$ cat src/logic/rv_core_pkg.sv
// RV32I core shared definitions
package rv_core_pkg;

  typedef logic [31:0] xlen_t;

  localparam xlen_t reset_addr = 32'h0000_0000;  // PC after reset
  localparam xlen_t trap_addr  = 32'h0000_0100;  // Trap vector
  localparam xlen_t nop_instr  = 32'h0000_0013;  // addi x0, x0, 0

  typedef enum logic [6:0] {
    opc_op     = 7'b011_0011,
    opc_op_imm = 7'b001_0011,
    opc_lui    = 7'b011_0111,
    opc_load   = 7'b000_0011,
    opc_store  = 7'b010_0011,
    opc_branch = 7'b110_0011,
    opc_jal    = 7'b110_1111
  } opcode_e;

  typedef enum logic [2:0] {
    alu_add,
    alu_sub,
    alu_and,
    alu_or,
    alu_xor,
    alu_slt
  } alu_op_e;

  typedef enum logic [1:0] {
    src_a_pc,
    src_a_old_pc,
    src_a_rs1,
    src_a_zero
  } src_a_e;

  typedef enum logic [1:0] {
    src_b_rs2,
    src_b_imm,
    src_b_four
  } src_b_e;

  typedef enum logic [1:0] {
    res_alu_out,  // Registered ALU output
    res_data,     // Load data register
    res_alu       // Live ALU result
  } result_src_e;

  typedef enum logic [2:0] {
    imm_i,
    imm_s,
    imm_b,
    imm_u,
    imm_j
  } imm_src_e;

  typedef enum logic [1:0] {
    cause_none,
    cause_misaligned,
    cause_access_fault
  } cause_e;

  typedef struct packed {
    alu_op_e     alu_op;
    src_a_e      src_a;
    src_b_e      src_b;
    result_src_e result_src;
    imm_src_e    imm_src;
    logic        reg_write;
    logic        pc_write;
    logic        adr_src;        // Low selects PC, high selects result
    logic        ir_write;
    logic        alu_out_write;
    logic        mem_write;
    logic        trap_take;
  } dp_ctrl_t;

  typedef struct packed {
    opcode_e    opcode;
    logic [2:0] funct3;
    logic       funct7_b5;
    logic       zero;
  } dp_status_t;

  typedef struct packed {
    xlen_t addr;
    xlen_t wdata;
    logic  write;
  } mem_req_t;

  typedef struct packed {
    xlen_t rdata;
    logic  fault;
  } mem_rsp_t;

endpackage
$ cat src/logic/rv_core_top.sv
// RV32I multicycle core
`timescale 1ns/1ps
module rv_core_top (
  input  logic                  clk,
  input  logic                  reset,
  output logic                  mem_valid,
  input  logic                  mem_ready,
  output rv_core_pkg::mem_req_t mem_req,
  input  rv_core_pkg::mem_rsp_t mem_rsp,
  output rv_core_pkg::xlen_t    pc,
  output logic                  retire,
  output logic                  trap,
  output rv_core_pkg::cause_e   trap_cause,
  output rv_core_pkg::xlen_t    trap_addr_reg
);
  import rv_core_pkg::*;

  dp_ctrl_t   ctrl;
  dp_status_t status;
  mem_req_t   core_req;   // Datapath side of the port
  mem_rsp_t   core_rsp;
  cause_e     mem_cause;
  logic       mem_start;
  logic       mem_done;

  control_unit i_control_unit (
    .clk       (clk),
    .reset     (reset),
    .status    (status),
    .mem_done  (mem_done),
    .mem_fault (core_rsp.fault),
    .mem_start (mem_start),
    .ctrl      (ctrl),
    .retire    (retire),
    .trap      (trap)
  );

  datapath_unit i_datapath_unit (
    .clk           (clk),
    .reset         (reset),
    .ctrl          (ctrl),
    .mem_rsp       (core_rsp),
    .mem_cause     (mem_cause),
    .req           (core_req),
    .status        (status),
    .pc            (pc),
    .trap_cause    (trap_cause),
    .trap_addr_reg (trap_addr_reg)
  );

  mem_port i_mem_port (
    .clk       (clk),
    .reset     (reset),
    .start     (mem_start),
    .req_in    (core_req),
    .done      (mem_done),
    .rsp_out   (core_rsp),
    .cause     (mem_cause),
    .mem_valid (mem_valid),
    .mem_ready (mem_ready),
    .mem_req   (mem_req),
    .mem_rsp   (mem_rsp)
  );

endmodule

$ cat src/logic/control_unit.sv
// Multicycle control FSM
`timescale 1ns/1ps
module control_unit (
  input  logic                    clk,
  input  logic                    reset,
  input  rv_core_pkg::dp_status_t status,
  input  logic                    mem_done,
  input  logic                    mem_fault,
  output logic                    mem_start,
  output rv_core_pkg::dp_ctrl_t   ctrl,
  output logic                    retire,
  output logic                    trap
);
  import rv_core_pkg::*;

  typedef enum logic [3:0] {
    st_fetch,
    st_fetch_wait,
    st_decode,
    st_execute_r,
    st_execute_i,
    st_alu_wb,
    st_mem_addr,
    st_mem_wait,
    st_load_wb,
    st_branch,
    st_jal,
    st_trap
  } state_e;

  state_e   state_q;
  state_e   state_d;
  logic     trap_data_q;  // Fault came from a data access
  imm_src_e imm_fmt;
  logic     branch_taken;

  function automatic alu_op_e alu_decode(logic [2:0] funct3, logic sub);
    alu_op_e op;
    case (funct3)
      3'b000:  op = sub ? alu_sub : alu_add;
      3'b010:  op = alu_slt;
      3'b100:  op = alu_xor;
      3'b110:  op = alu_or;
      3'b111:  op = alu_and;
      default: op = alu_add;
    endcase
    return op;
  endfunction

  always_comb begin
    case (status.opcode)
      opc_store:  imm_fmt = imm_s;
      opc_branch: imm_fmt = imm_b;
      opc_lui:    imm_fmt = imm_u;
      opc_jal:    imm_fmt = imm_j;
      default:    imm_fmt = imm_i;
    endcase
  end

  // BEQ on funct3 000, BNE otherwise
  assign branch_taken = (status.funct3 == 3'b000) ? status.zero : !status.zero;

  always_ff @(posedge clk) begin
    if (reset) begin
      state_q     <= st_fetch;
      trap_data_q <= 1'b0;
    end else begin
      state_q <= state_d;
      if (mem_done) begin
        trap_data_q <= (state_q == st_mem_wait);
      end
    end
  end

  always_comb begin
    state_d      = state_q;
    ctrl         = '0;
    ctrl.imm_src = imm_fmt;
    mem_start    = 1'b0;
    retire       = 1'b0;
    trap         = 1'b0;
    case (state_q)
      st_fetch: begin
        mem_start = 1'b1;  // Address is the PC
        state_d   = st_fetch_wait;
      end
      st_fetch_wait: begin
        ctrl.src_a      = src_a_pc;
        ctrl.src_b      = src_b_four;
        ctrl.result_src = res_alu;
        if (mem_done && mem_fault) begin
          state_d = st_trap;
        end else if (mem_done) begin
          ctrl.ir_write = 1'b1;
          ctrl.pc_write = 1'b1;  // PC + 4
          state_d       = st_decode;
        end
      end
      st_decode: begin
        // Branch and jump target into the ALU output register
        ctrl.src_a         = src_a_old_pc;
        ctrl.src_b         = src_b_imm;
        ctrl.alu_out_write = 1'b1;
        case (status.opcode)
          opc_op:                state_d = st_execute_r;
          opc_op_imm, opc_lui:   state_d = st_execute_i;
          opc_load, opc_store:   state_d = st_mem_addr;
          opc_branch:            state_d = st_branch;
          opc_jal:               state_d = st_jal;
          default: begin
            retire  = 1'b1;  // Unknown opcode retires as a NOP
            state_d = st_fetch;
          end
        endcase
      end
      st_execute_r: begin
        ctrl.alu_op        = alu_decode(status.funct3, status.funct7_b5);
        ctrl.src_a         = src_a_rs1;
        ctrl.src_b         = src_b_rs2;
        ctrl.alu_out_write = 1'b1;
        state_d            = st_alu_wb;
      end
      st_execute_i: begin
        if (status.opcode == opc_lui) begin
          ctrl.alu_op = alu_add;
          ctrl.src_a  = src_a_zero;
        end else begin
          ctrl.alu_op = alu_decode(status.funct3, 1'b0);
          ctrl.src_a  = src_a_rs1;
        end
        ctrl.src_b         = src_b_imm;
        ctrl.alu_out_write = 1'b1;
        state_d            = st_alu_wb;
      end
      st_alu_wb: begin
        ctrl.result_src = res_alu_out;
        ctrl.reg_write  = 1'b1;
        retire          = 1'b1;
        state_d         = st_fetch;
      end
      st_mem_addr: begin
        // Request goes out from the live address, kept for a trap
        ctrl.src_a         = src_a_rs1;
        ctrl.src_b         = src_b_imm;
        ctrl.result_src    = res_alu;
        ctrl.adr_src       = 1'b1;
        ctrl.alu_out_write = 1'b1;
        ctrl.mem_write     = (status.opcode == opc_store);
        mem_start          = 1'b1;
        state_d            = st_mem_wait;
      end
      st_mem_wait: begin
        if (mem_done && mem_fault) begin
          state_d = st_trap;
        end else if (mem_done && status.opcode == opc_store) begin
          retire  = 1'b1;
          state_d = st_fetch;
        end else if (mem_done) begin
          state_d = st_load_wb;
        end
      end
      st_load_wb: begin
        ctrl.result_src = res_data;
        ctrl.reg_write  = 1'b1;
        retire          = 1'b1;
        state_d         = st_fetch;
      end
      st_branch: begin
        ctrl.alu_op     = alu_sub;
        ctrl.src_a      = src_a_rs1;
        ctrl.src_b      = src_b_rs2;
        ctrl.result_src = res_alu_out;
        ctrl.pc_write   = branch_taken;
        retire          = 1'b1;
        state_d         = st_fetch;
      end
      st_jal: begin
        ctrl.src_a         = src_a_old_pc;
        ctrl.src_b         = src_b_four;
        ctrl.result_src    = res_alu_out;  // Target from decode
        ctrl.pc_write      = 1'b1;
        ctrl.alu_out_write = 1'b1;  // Link value for writeback
        state_d            = st_alu_wb;
      end
      st_trap: begin
        ctrl.result_src = res_alu_out;
        ctrl.adr_src    = trap_data_q;
        ctrl.trap_take  = 1'b1;
        trap            = 1'b1;
        state_d         = st_fetch;
      end
      default: state_d = st_fetch;
    endcase
  end

endmodule

$ cat src/logic/datapath_unit.sv
// Multicycle datapath
`timescale 1ns/1ps
module datapath_unit (
  input  logic                    clk,
  input  logic                    reset,
  input  rv_core_pkg::dp_ctrl_t   ctrl,
  input  rv_core_pkg::mem_rsp_t   mem_rsp,
  input  rv_core_pkg::cause_e     mem_cause,
  output rv_core_pkg::mem_req_t   req,
  output rv_core_pkg::dp_status_t status,
  output rv_core_pkg::xlen_t      pc,
  output rv_core_pkg::cause_e     trap_cause,
  output rv_core_pkg::xlen_t      trap_addr_reg
);
  import rv_core_pkg::*;

  xlen_t  pc_q;
  xlen_t  old_pc_q;
  xlen_t  ir_q;
  xlen_t  data_q;
  xlen_t  alu_out_q;
  xlen_t  trap_addr_q;
  cause_e trap_cause_q;
  xlen_t  imm;
  xlen_t  src_a;
  xlen_t  src_b;
  xlen_t  alu_result;
  xlen_t  result;
  xlen_t  rdata1;
  xlen_t  rdata2;

  register_file i_register_file (
    .clk    (clk),
    .rs1    (ir_q[19:15]),
    .rs2    (ir_q[24:20]),
    .rd     (ir_q[11:7]),
    .we     (ctrl.reg_write),
    .wdata  (result),
    .rdata1 (rdata1),
    .rdata2 (rdata2)
  );

  always_comb begin
    case (ctrl.imm_src)
      imm_s:   imm = {{20{ir_q[31]}}, ir_q[31:25], ir_q[11:7]};
      imm_b:   imm = {{19{ir_q[31]}}, ir_q[31], ir_q[7], ir_q[30:25], ir_q[11:8], 1'b0};
      imm_u:   imm = {ir_q[31:12], 12'b0};
      imm_j:   imm = {{11{ir_q[31]}}, ir_q[31], ir_q[19:12], ir_q[20], ir_q[30:21], 1'b0};
      default: imm = {{20{ir_q[31]}}, ir_q[31:20]};
    endcase
  end

  always_comb begin
    case (ctrl.src_a)
      src_a_pc:     src_a = pc_q;
      src_a_old_pc: src_a = old_pc_q;
      src_a_rs1:    src_a = rdata1;
      default:      src_a = '0;
    endcase
    case (ctrl.src_b)
      src_b_rs2: src_b = rdata2;
      src_b_imm: src_b = imm;
      default:   src_b = 32'd4;
    endcase
  end

  always_comb begin
    case (ctrl.alu_op)
      alu_sub: alu_result = src_a - src_b;
      alu_and: alu_result = src_a & src_b;
      alu_or:  alu_result = src_a | src_b;
      alu_xor: alu_result = src_a ^ src_b;
      alu_slt: alu_result = {31'b0, $signed(src_a) < $signed(src_b)};
      default: alu_result = src_a + src_b;
    endcase
  end

  always_comb begin
    case (ctrl.result_src)
      res_data: result = data_q;
      res_alu:  result = alu_result;
      default:  result = alu_out_q;
    endcase
  end

  assign req.addr  = ctrl.adr_src ? result : pc_q;
  assign req.wdata = rdata2;  // Store data straight from rs2
  assign req.write = ctrl.mem_write;

  assign status.opcode    = opcode_e'(ir_q[6:0]);
  assign status.funct3    = ir_q[14:12];
  assign status.funct7_b5 = ir_q[30];
  assign status.zero      = (alu_result == '0);

  always_ff @(posedge clk) begin
    if (reset) begin
      pc_q         <= reset_addr;
      ir_q         <= nop_instr;
      trap_cause_q <= cause_none;
      trap_addr_q  <= '0;
    end else begin
      if (ctrl.trap_take) begin
        pc_q         <= trap_addr;
        trap_cause_q <= mem_cause;
        trap_addr_q  <= req.addr;  // Address of the failed access
      end else if (ctrl.pc_write) begin
        pc_q <= result;
      end
      if (ctrl.ir_write) begin
        ir_q <= mem_rsp.rdata;
      end
    end
  end

  always_ff @(posedge clk) begin
    data_q <= mem_rsp.rdata;  // Valid in the cycle after done
    if (ctrl.ir_write) begin
      old_pc_q <= pc_q;
    end
    if (ctrl.alu_out_write) begin
      alu_out_q <= alu_result;
    end
  end

  assign pc            = pc_q;
  assign trap_cause    = trap_cause_q;
  assign trap_addr_reg = trap_addr_q;

endmodule

$ cat src/logic/mem_port.sv
// Memory bus port
`timescale 1ns/1ps
module mem_port (
  input  logic                  clk,
  input  logic                  reset,
  input  logic                  start,
  input  rv_core_pkg::mem_req_t req_in,
  output logic                  done,
  output rv_core_pkg::mem_rsp_t rsp_out,
  output rv_core_pkg::cause_e   cause,
  output logic                  mem_valid,
  input  logic                  mem_ready,
  output rv_core_pkg::mem_req_t mem_req,
  input  rv_core_pkg::mem_rsp_t mem_rsp
);
  import rv_core_pkg::*;

  logic     valid_q;
  logic     misaligned_q;  // Pending misaligned completion
  logic     misaligned;
  mem_req_t req_q;
  cause_e   cause_q;

  assign misaligned = (req_in.addr[1:0] != 2'b00);

  always_ff @(posedge clk) begin
    if (reset) begin
      valid_q      <= 1'b0;
      misaligned_q <= 1'b0;
      cause_q      <= cause_none;
    end else if (start) begin
      valid_q      <= !misaligned;  // Bad address never reaches the bus
      misaligned_q <= misaligned;
      cause_q      <= misaligned ? cause_misaligned : cause_none;
    end else if (done) begin
      valid_q      <= 1'b0;
      misaligned_q <= 1'b0;
      if (valid_q && mem_rsp.fault) begin
        cause_q <= cause_access_fault;
      end
    end
  end

  // Request held stable until accepted
  always_ff @(posedge clk) begin
    if (start) begin
      req_q <= req_in;
    end
  end

  assign done          = misaligned_q | (valid_q & mem_ready);
  assign rsp_out.rdata = mem_rsp.rdata;
  assign rsp_out.fault = misaligned_q | (valid_q & mem_ready & mem_rsp.fault);
  assign cause         = cause_q;
  assign mem_valid     = valid_q;
  assign mem_req       = req_q;

endmodule

$ cat src/logic/register_file.sv
// Integer register file
`timescale 1ns/1ps
module register_file (
  input  logic               clk,
  input  logic [4:0]         rs1,
  input  logic [4:0]         rs2,
  input  logic [4:0]         rd,
  input  logic               we,
  input  rv_core_pkg::xlen_t wdata,
  output rv_core_pkg::xlen_t rdata1,
  output rv_core_pkg::xlen_t rdata2
);
  import rv_core_pkg::*;

  xlen_t regs [32];

  // x0 is never written
  always_ff @(posedge clk) begin
    if (we && rd != 5'd0) begin
      regs[rd] <= wdata;
    end
  end

  assign rdata1 = (rs1 == 5'd0) ? '0 : regs[rs1];
  assign rdata2 = (rs2 == 5'd0) ? '0 : regs[rs2];

endmodule

$ cat config.mk
export PLATFORM = sky130hd
export DESIGN_NAME = rv_core_top
export DESIGN_NICKNAME = d
export VERILOG_FILES = /design/src/logic/rv_core_pkg.sv /design/src/logic/rv_core_top.sv /design/src/logic/control_unit.sv /design/src/logic/datapath_unit.sv /design/src/logic/mem_port.sv /design/src/logic/register_file.sv
export SDC_FILE = /design/constraint.sdc
export NUM_CORES = 2
export LEC_CHECK = 0
export BUFFER_PORTS_ARGS = -buffer_cell sky130_fd_sc_hd__buf_4
export CAP_MARGIN = 20
export CORE_MARGIN = 5
export CORE_UTILIZATION = 55
export DETAILED_ROUTE_END_ITERATION = 16
export PLACE_DENSITY = 0.72
export REMOVE_ABC_BUFFERS = 1
export SLEW_MARGIN = 5
export SYNTH_ARGS = -nofsm -noshare
export SYNTH_HDL_FRONTEND = slang
export SYNTH_SLANG_ARGS = --single-unit
$ cat constraint.sdc
create_clock -name clk -period 9.8 [get_ports clk]
set_input_delay 0.98 -clock clk [delete_from_list [all_inputs] [get_ports clk]]
set_output_delay 0.98 -clock clk [all_outputs]
set_load 0.005 [all_outputs]
==> Word level (Yosys, flattened, before mapping) <==
Memories as Yosys holds them, arrays and structs flattened. A register that Yosys moved wholly into a read port is not among the register bits.
Index checks and enable logic that the tools add are counted.
{ "word_totals": {"register_bits": 268, "ram_bits": 1024, "out_inout_bits": 134, "memories": 1} }
{ "memory_table": {"columns": ["name", "words", "word_bits", "read_ports", "rd_clocked_by_memory_dff", "wr", "line_no", "rtl"], "rows": [
  ["i_datapath_unit.i_register_file.regs", 32, 32, 2, 2, 1, "register_file.sv:15", "xlen_t regs [32];"]
]} }
{ "op_classes": {"add_sub_neg": 2, "magnitude_cmp": 1, "n_eq_ne": 38, "n_mux": 52, "bitwise": 7, "reduce_logical": 31} }
{ "op_table": {"columns": ["op", "n"], "rows": [
  ["32-bit case mux with 5 select lines", 1],
  ["32-bit case mux with 2 select lines", 2],
  ["31-bit case mux with 4 select lines", 1],
  ["32-bit 2-to-1 mux", 3],
  ["32-bit case mux with 3 select lines", 1],
  ["4-bit case mux with 6 select lines", 2],
  ["32-bit adder", 1],
  ["32-bit bitwise AND", 1],
  ["32-bit logical NOT", 1],
  ["32-bit less-than comparator", 1],
  ["32-bit bitwise OR", 1],
  ["32-bit subtractor", 1],
  ["32-bit XOR", 1],
  ["5-bit 2-to-1 mux", 5],
  ["3-bit case mux with 4 select lines", 2],
  ["7-bit by 6-bit == test with 1-bit output (second input constant)", 3],
  ["4-bit 2-to-1 mux", 5],
  ["4-bit case mux with 5 select lines", 1],
  ["3-bit == test (second input constant)", 6],
  ["1-bit 2-to-1 mux", 18],
  ["9-bit 2-to-1 mux", 2],
  ["4-bit by 3-bit == test with 1-bit output (second input constant)", 4],
  ["4-bit == test (second input constant)", 4],
  ["3-bit by 2-bit == test with 1-bit output (second input constant)", 5],
  ["other kinds (31)", 59]
]} }

==> Depth between registers and ports, before layout <==
{ "logic_depth": {"depth_word": 14, "depth_mapped": 31} }

==> Cells and area by module <==
From an unflattened synthesis, not the netlist that was laid out.
{ "unflattened": {"hier_cells": 4662, "hier_area_um2": 66035.8} }
{ "by_module_without_submodules": {"columns": ["module", "instances", "cells_per_inst", "area_each_um2"], "rows": [
  ["register_file", 1, 2569, 47862.2],
  ["datapath_unit", 1, 1846, 14925.6],
  ["mem_port", 1, 114, 2364.8],
  ["control_unit", 1, 133, 883.3]
]} }

==> Worst setup path after synthesis <==
OpenSTA, ideal clock, no wires.
{ "synth_timing": {"kind": "register to register", "start": "register with a tool-made name", "end": "register i_datapath_unit.trap_addr_q[29], in the netlist i_datapath_unit.trap_addr_reg[29]", "setup_time_ps": 70, "arrival_ps": 7522, "t_required_ps": 9730, "setup_slack_ps": 2208, "path_stages_with_launch": 26, "path_buffers": 3, "period_less_slack_ps": 7592, "path_cell_list": "dfxtp_1 > clkbuf_1 > clkbuf_1 > buf_1 > mux4_2 > mux4_2 > mux2i_1 > nor2_1 > nand2_1 > o21ai_0 > inv_1 > ha_1 > nor2_1 > o2111ai_1 > a2111oi_0 > o21a_1 > nand4_1 > a2111oi_0 > o22ai_1 > xnor2_1 > o21ai_0 > a22oi_1 > o21ai_0 > mux2_2 > nand2_1 > a21oi_1"} }
{ "synth_rtl": {"columns": ["element", "line_no", "rtl"], "rows": [
  ["end signal: assignment", "datapath_unit.sv:105", "trap_addr_q <= req.addr;"],
  ["end: declaration", "datapath_unit.sv:22", "xlen_t trap_addr_q;"]
]} }

==> results.tsv <==
stage	metric	value	unit
cells_and_area	syn2layout_area_growth	13.72	%
floorplan	initial_core_util	55.42	%
timing	finalHoldViolCount	0	
synth	synth_largest_area_cell	edfxtp_1	
cells_and_area	fillers	8011	
cells_and_area	design_area	0.07206	sq mm
clocking	clock_latency	0.78	ns
floorplan	io_pins	170	
setup_path	crit_family	compound AO/OA/AOI/OAI gates	
synth	syn_area	0.06337	sq mm
timing	setup_viol	0	
pwr	p_leak	23.12	nW
timing	finalCriticalPeriod	8.559	ns
placed_design	dpl.hpwl	127.1	mm
run_status	status	complete, no violations	
routing	dr.pass1.iters	5	
clocking	clockBufferDepth	3	
synth	synth_most_common_cell	edfxtp_1	
routing	ant_nets	0	
synth	synth-compound-area-share	6.356	%
setup_path	cp_common_cell	o21ai_0	
routing	drt_iter0_markers	5480	
clocking	cts_root_buffer	clkbuf_16	
synth	synth_edf_count	1153	
grt	grt_max_degree	93	
placed_design	placed_cell_area	0.06739	sq mm
timing	maxSlewHeadroom	25.11	%
clocking	clk_pin_slew	0.06	ns
setup_path	reg2regPathDepth	21	
clocking	post_cts_buffers	0	
pwr	seq_power_share	50.0	%
placed_design	port_buffers	169	
setup_path	crit_required	10.49	ns
synth	ys_types	84	
synth	synth-xor-area-share	0.2764	%
setup_path	r2r_slack	1.24	ns
grt	grt_overflow_total	0	
synth	synth_top_family_by_area	multiplexers	
timing	finalMaxSlewViolations	0	
pwr	swShare	22.84	%
setup_path	cp_num_buf_inv	3	
grt	grtUsageTotal	33.85	%
clocking	cts_hold_buf	0	
cells_and_area	postLayoutCoreUtil	63.02	%
floorplan	dieWidth	349.4	um
pwr	p_int	9.512	mW
synth	yosys_warnings	0	
grt	grt_pass1_wl	294.3	mm
grt	grt_pass1_vias	40286	
synth	synthAdderAreaFrac	1.998	%
hold_path	whs_path_depth	1	
synth	syn_area_per_cell	16.32	sq um
synth	synth-seq-area-share	59.35	%
floorplan	die_area	0.1221	sq mm
cells_and_area	regArea	0.03764	sq mm
pwr	p_per_area	171.1	mW/mm^2
cells_and_area	multi_input_area	0.02485	sq mm
setup_path	cp_slowest_cell	dfxtp_4	
setup_path	critPathMaxStageDelay	0.90	ns
routing	vias	40819	
synth	synth_area_leaders	edfxtp_1, mux4_2, dfxtp_1	
synth	ys_async_sr_fraction	0	%
synth	yosys_most_used_dff	edfxtp_1	
setup_path	cp_max_fo	36	
hold_path	whs_endpoint	i_datapath_unit.data_q[10]	
timing	fmax	116.8	MHz
synth	syn_inst	3882	
floorplan	die_h	349.4	um
synth	synth-simple-area-share	4.733	%
clocking	clock_sinks	1302	
cells_and_area	drive_above_1_share	31.42	%
routing	drc_errors	0	
cells_and_area	regMostFlops	i_datapath_unit.i_register_file.regs	
cells_and_area	nets	4237	
timing	rsz0062_at_grt	false	
setup_path	critical_path_class	flip-flop to flip-flop	
pwr	combinationalPowerShare	6.5	%
setup_path	crit_arrival	9.24	ns
setup_path	path_cells	buf_12 > buf_4 > mux4_2 > mux4_2 > mux2i_1 > o21ai_0 > ha_1 > nand2_1 > o21ai_0 > o21ai_0 > o31ai_1 > mux2i_1 > xnor2_1 > o21ai_0 > nor4_1 > nand4b_1 > o21ai_1 > or3b_1 > a21oi_4 > buf_4 > mux2i_1	
hold_path	hold_class	input pin to flip-flop	
clocking	cts_tree	yes	
floorplan	core-area	0.1143	sq mm
setup_path	critPathLaunchType	flip-flop	
clocking	post_cts_resized	0	
clocking	numCtsBuffers	137	
placed_design	gp_congestion	1.026	
timing	clock_skew	0.03157	ns
pwr	p_switching	2.815	mW
floorplan	num_rows	124	
routing	routed_wl	206.3	mm
timing	worst_slew_pin_slew	1.114	ns
synth	synth_top_cell_area_share	54.64	%
grt	antenna_found_initial	3	
routing	viasPerCell	7.129	
cells_and_area	largest_reg_flops	1024	
pwr	clkPwrFrac	43.5	%
timing	fin_crit_sh	87.34	%
routing	routedWlPerCell	36.03	um
clocking	h-tree-depth	4	
synth	synth_mux_area_share	24.90	%
cells_and_area	n_antenna_cell	0	
flow_run	drv_cap	0	
synth	ys_ff_latch	1302	
hold_path	hp-start	mem_rsp[11]	
pwr	ir_drop	0.0001554	V
setup_path	worstReg2RegEnd	i_datapath_unit.pc[1]	
synth	synthTopCellsByCount	edfxtp_1, mux4_2, nand2_1	
setup_path	crit_path_end_kind	flip-flop	
==> power by group through the flow <==
stage	logic [mW]	registers [mW]	clock network [mW]
finish	0.801	6.17	5.36
global route	0.843	6.17	5.67
CTS	0.787	6.17	5.41
detailed placement	0.783	6.28	0
global placement	0.777	6.28	0
floorplan	0.470	6.30	0
==> worst max path at each step <==
| stage | start | end | cells past startpoint |
|---|---|---|---|
| CTS | flip-flop | i_datapath_unit.pc[3] | 21 |
| global route | flip-flop | i_datapath_unit.pc[1] | 21 |
| detailed placement | flip-flop | i_datapath_unit.pc[3] | 21 |
| finish | flip-flop | i_datapath_unit.pc[1] | 21 |
| floorplan | flip-flop | i_datapath_unit.pc[8] | 22 |
| global placement | flip-flop | i_datapath_unit.pc[8] | 21 |
==> routing by layer <==
metal  vias to the layer above  routed length, um  track usage (%)  part of all wire, %
met5                         -                 26                0                0.013
met3                       519              27680            9.907                   13
met1                     21014              73020            45.80                   35
met4                         4               9599            13.28                  4.7
li1                      16305                  -                -                    -
met2                      2977              96000            52.71                   47
==> layout make-up <==
type / count / area share [%]
inverter: 107 / 0.5626
clock inverter: 65 / 1.235
multi-input combinational: 2221 / 34.48
clock buffer: 187 / 5.244
sequential: 1302 / 52.23
timing repair buffer: 332 / 3.620
tap: 1512 / 2.625
==> kinds of logic (layout without fill, tap and decap cells) <==
logic type,after synthesis,count (layout)
xor+xnor,20,20
simple gates,671,671
buf+inv,390,691
fa+ha+maj,100,100
flops,1302,1302
compound gates,626,626
mux,772,772
other cells,1,32
==> cell usage in the layout (no fill, tap or decap), types with 35 or more instances in the layout <==
master and instances:
inv_1 104, nor2_1 116, nor2_4 35, buf_4 322, mux4_2 640, nand2_1 325, a21oi_1 174, nor3_1 43
clkbuf_16 139, o21ai_0 93, ha_1 97, clkbuf_1 36, mux2i_1 98, a22oi_1 83, dfxtp_1 139, edfxtp_1 1153
==> per-stage QoR <==
stage	std cells	hold slack [ns]	total power [mW]	TNS [ns]	worst slack (ns)
6_report	5726	0.3182	12.33	0	1.241
5_1_grt	5726	0.3027	12.68	0	0.6175
4_1_cts	5726	0.2758	12.37	0	1.338
3_5_place_dp	5474	0.4459	7.067	0	1.363
3_3_place_gp	5473	0.4432	7.061	0	1.538
2_1_floorplan	3630	0.4216	6.771	-7156.37	-7.217
(Power assumes the default switching activity.)
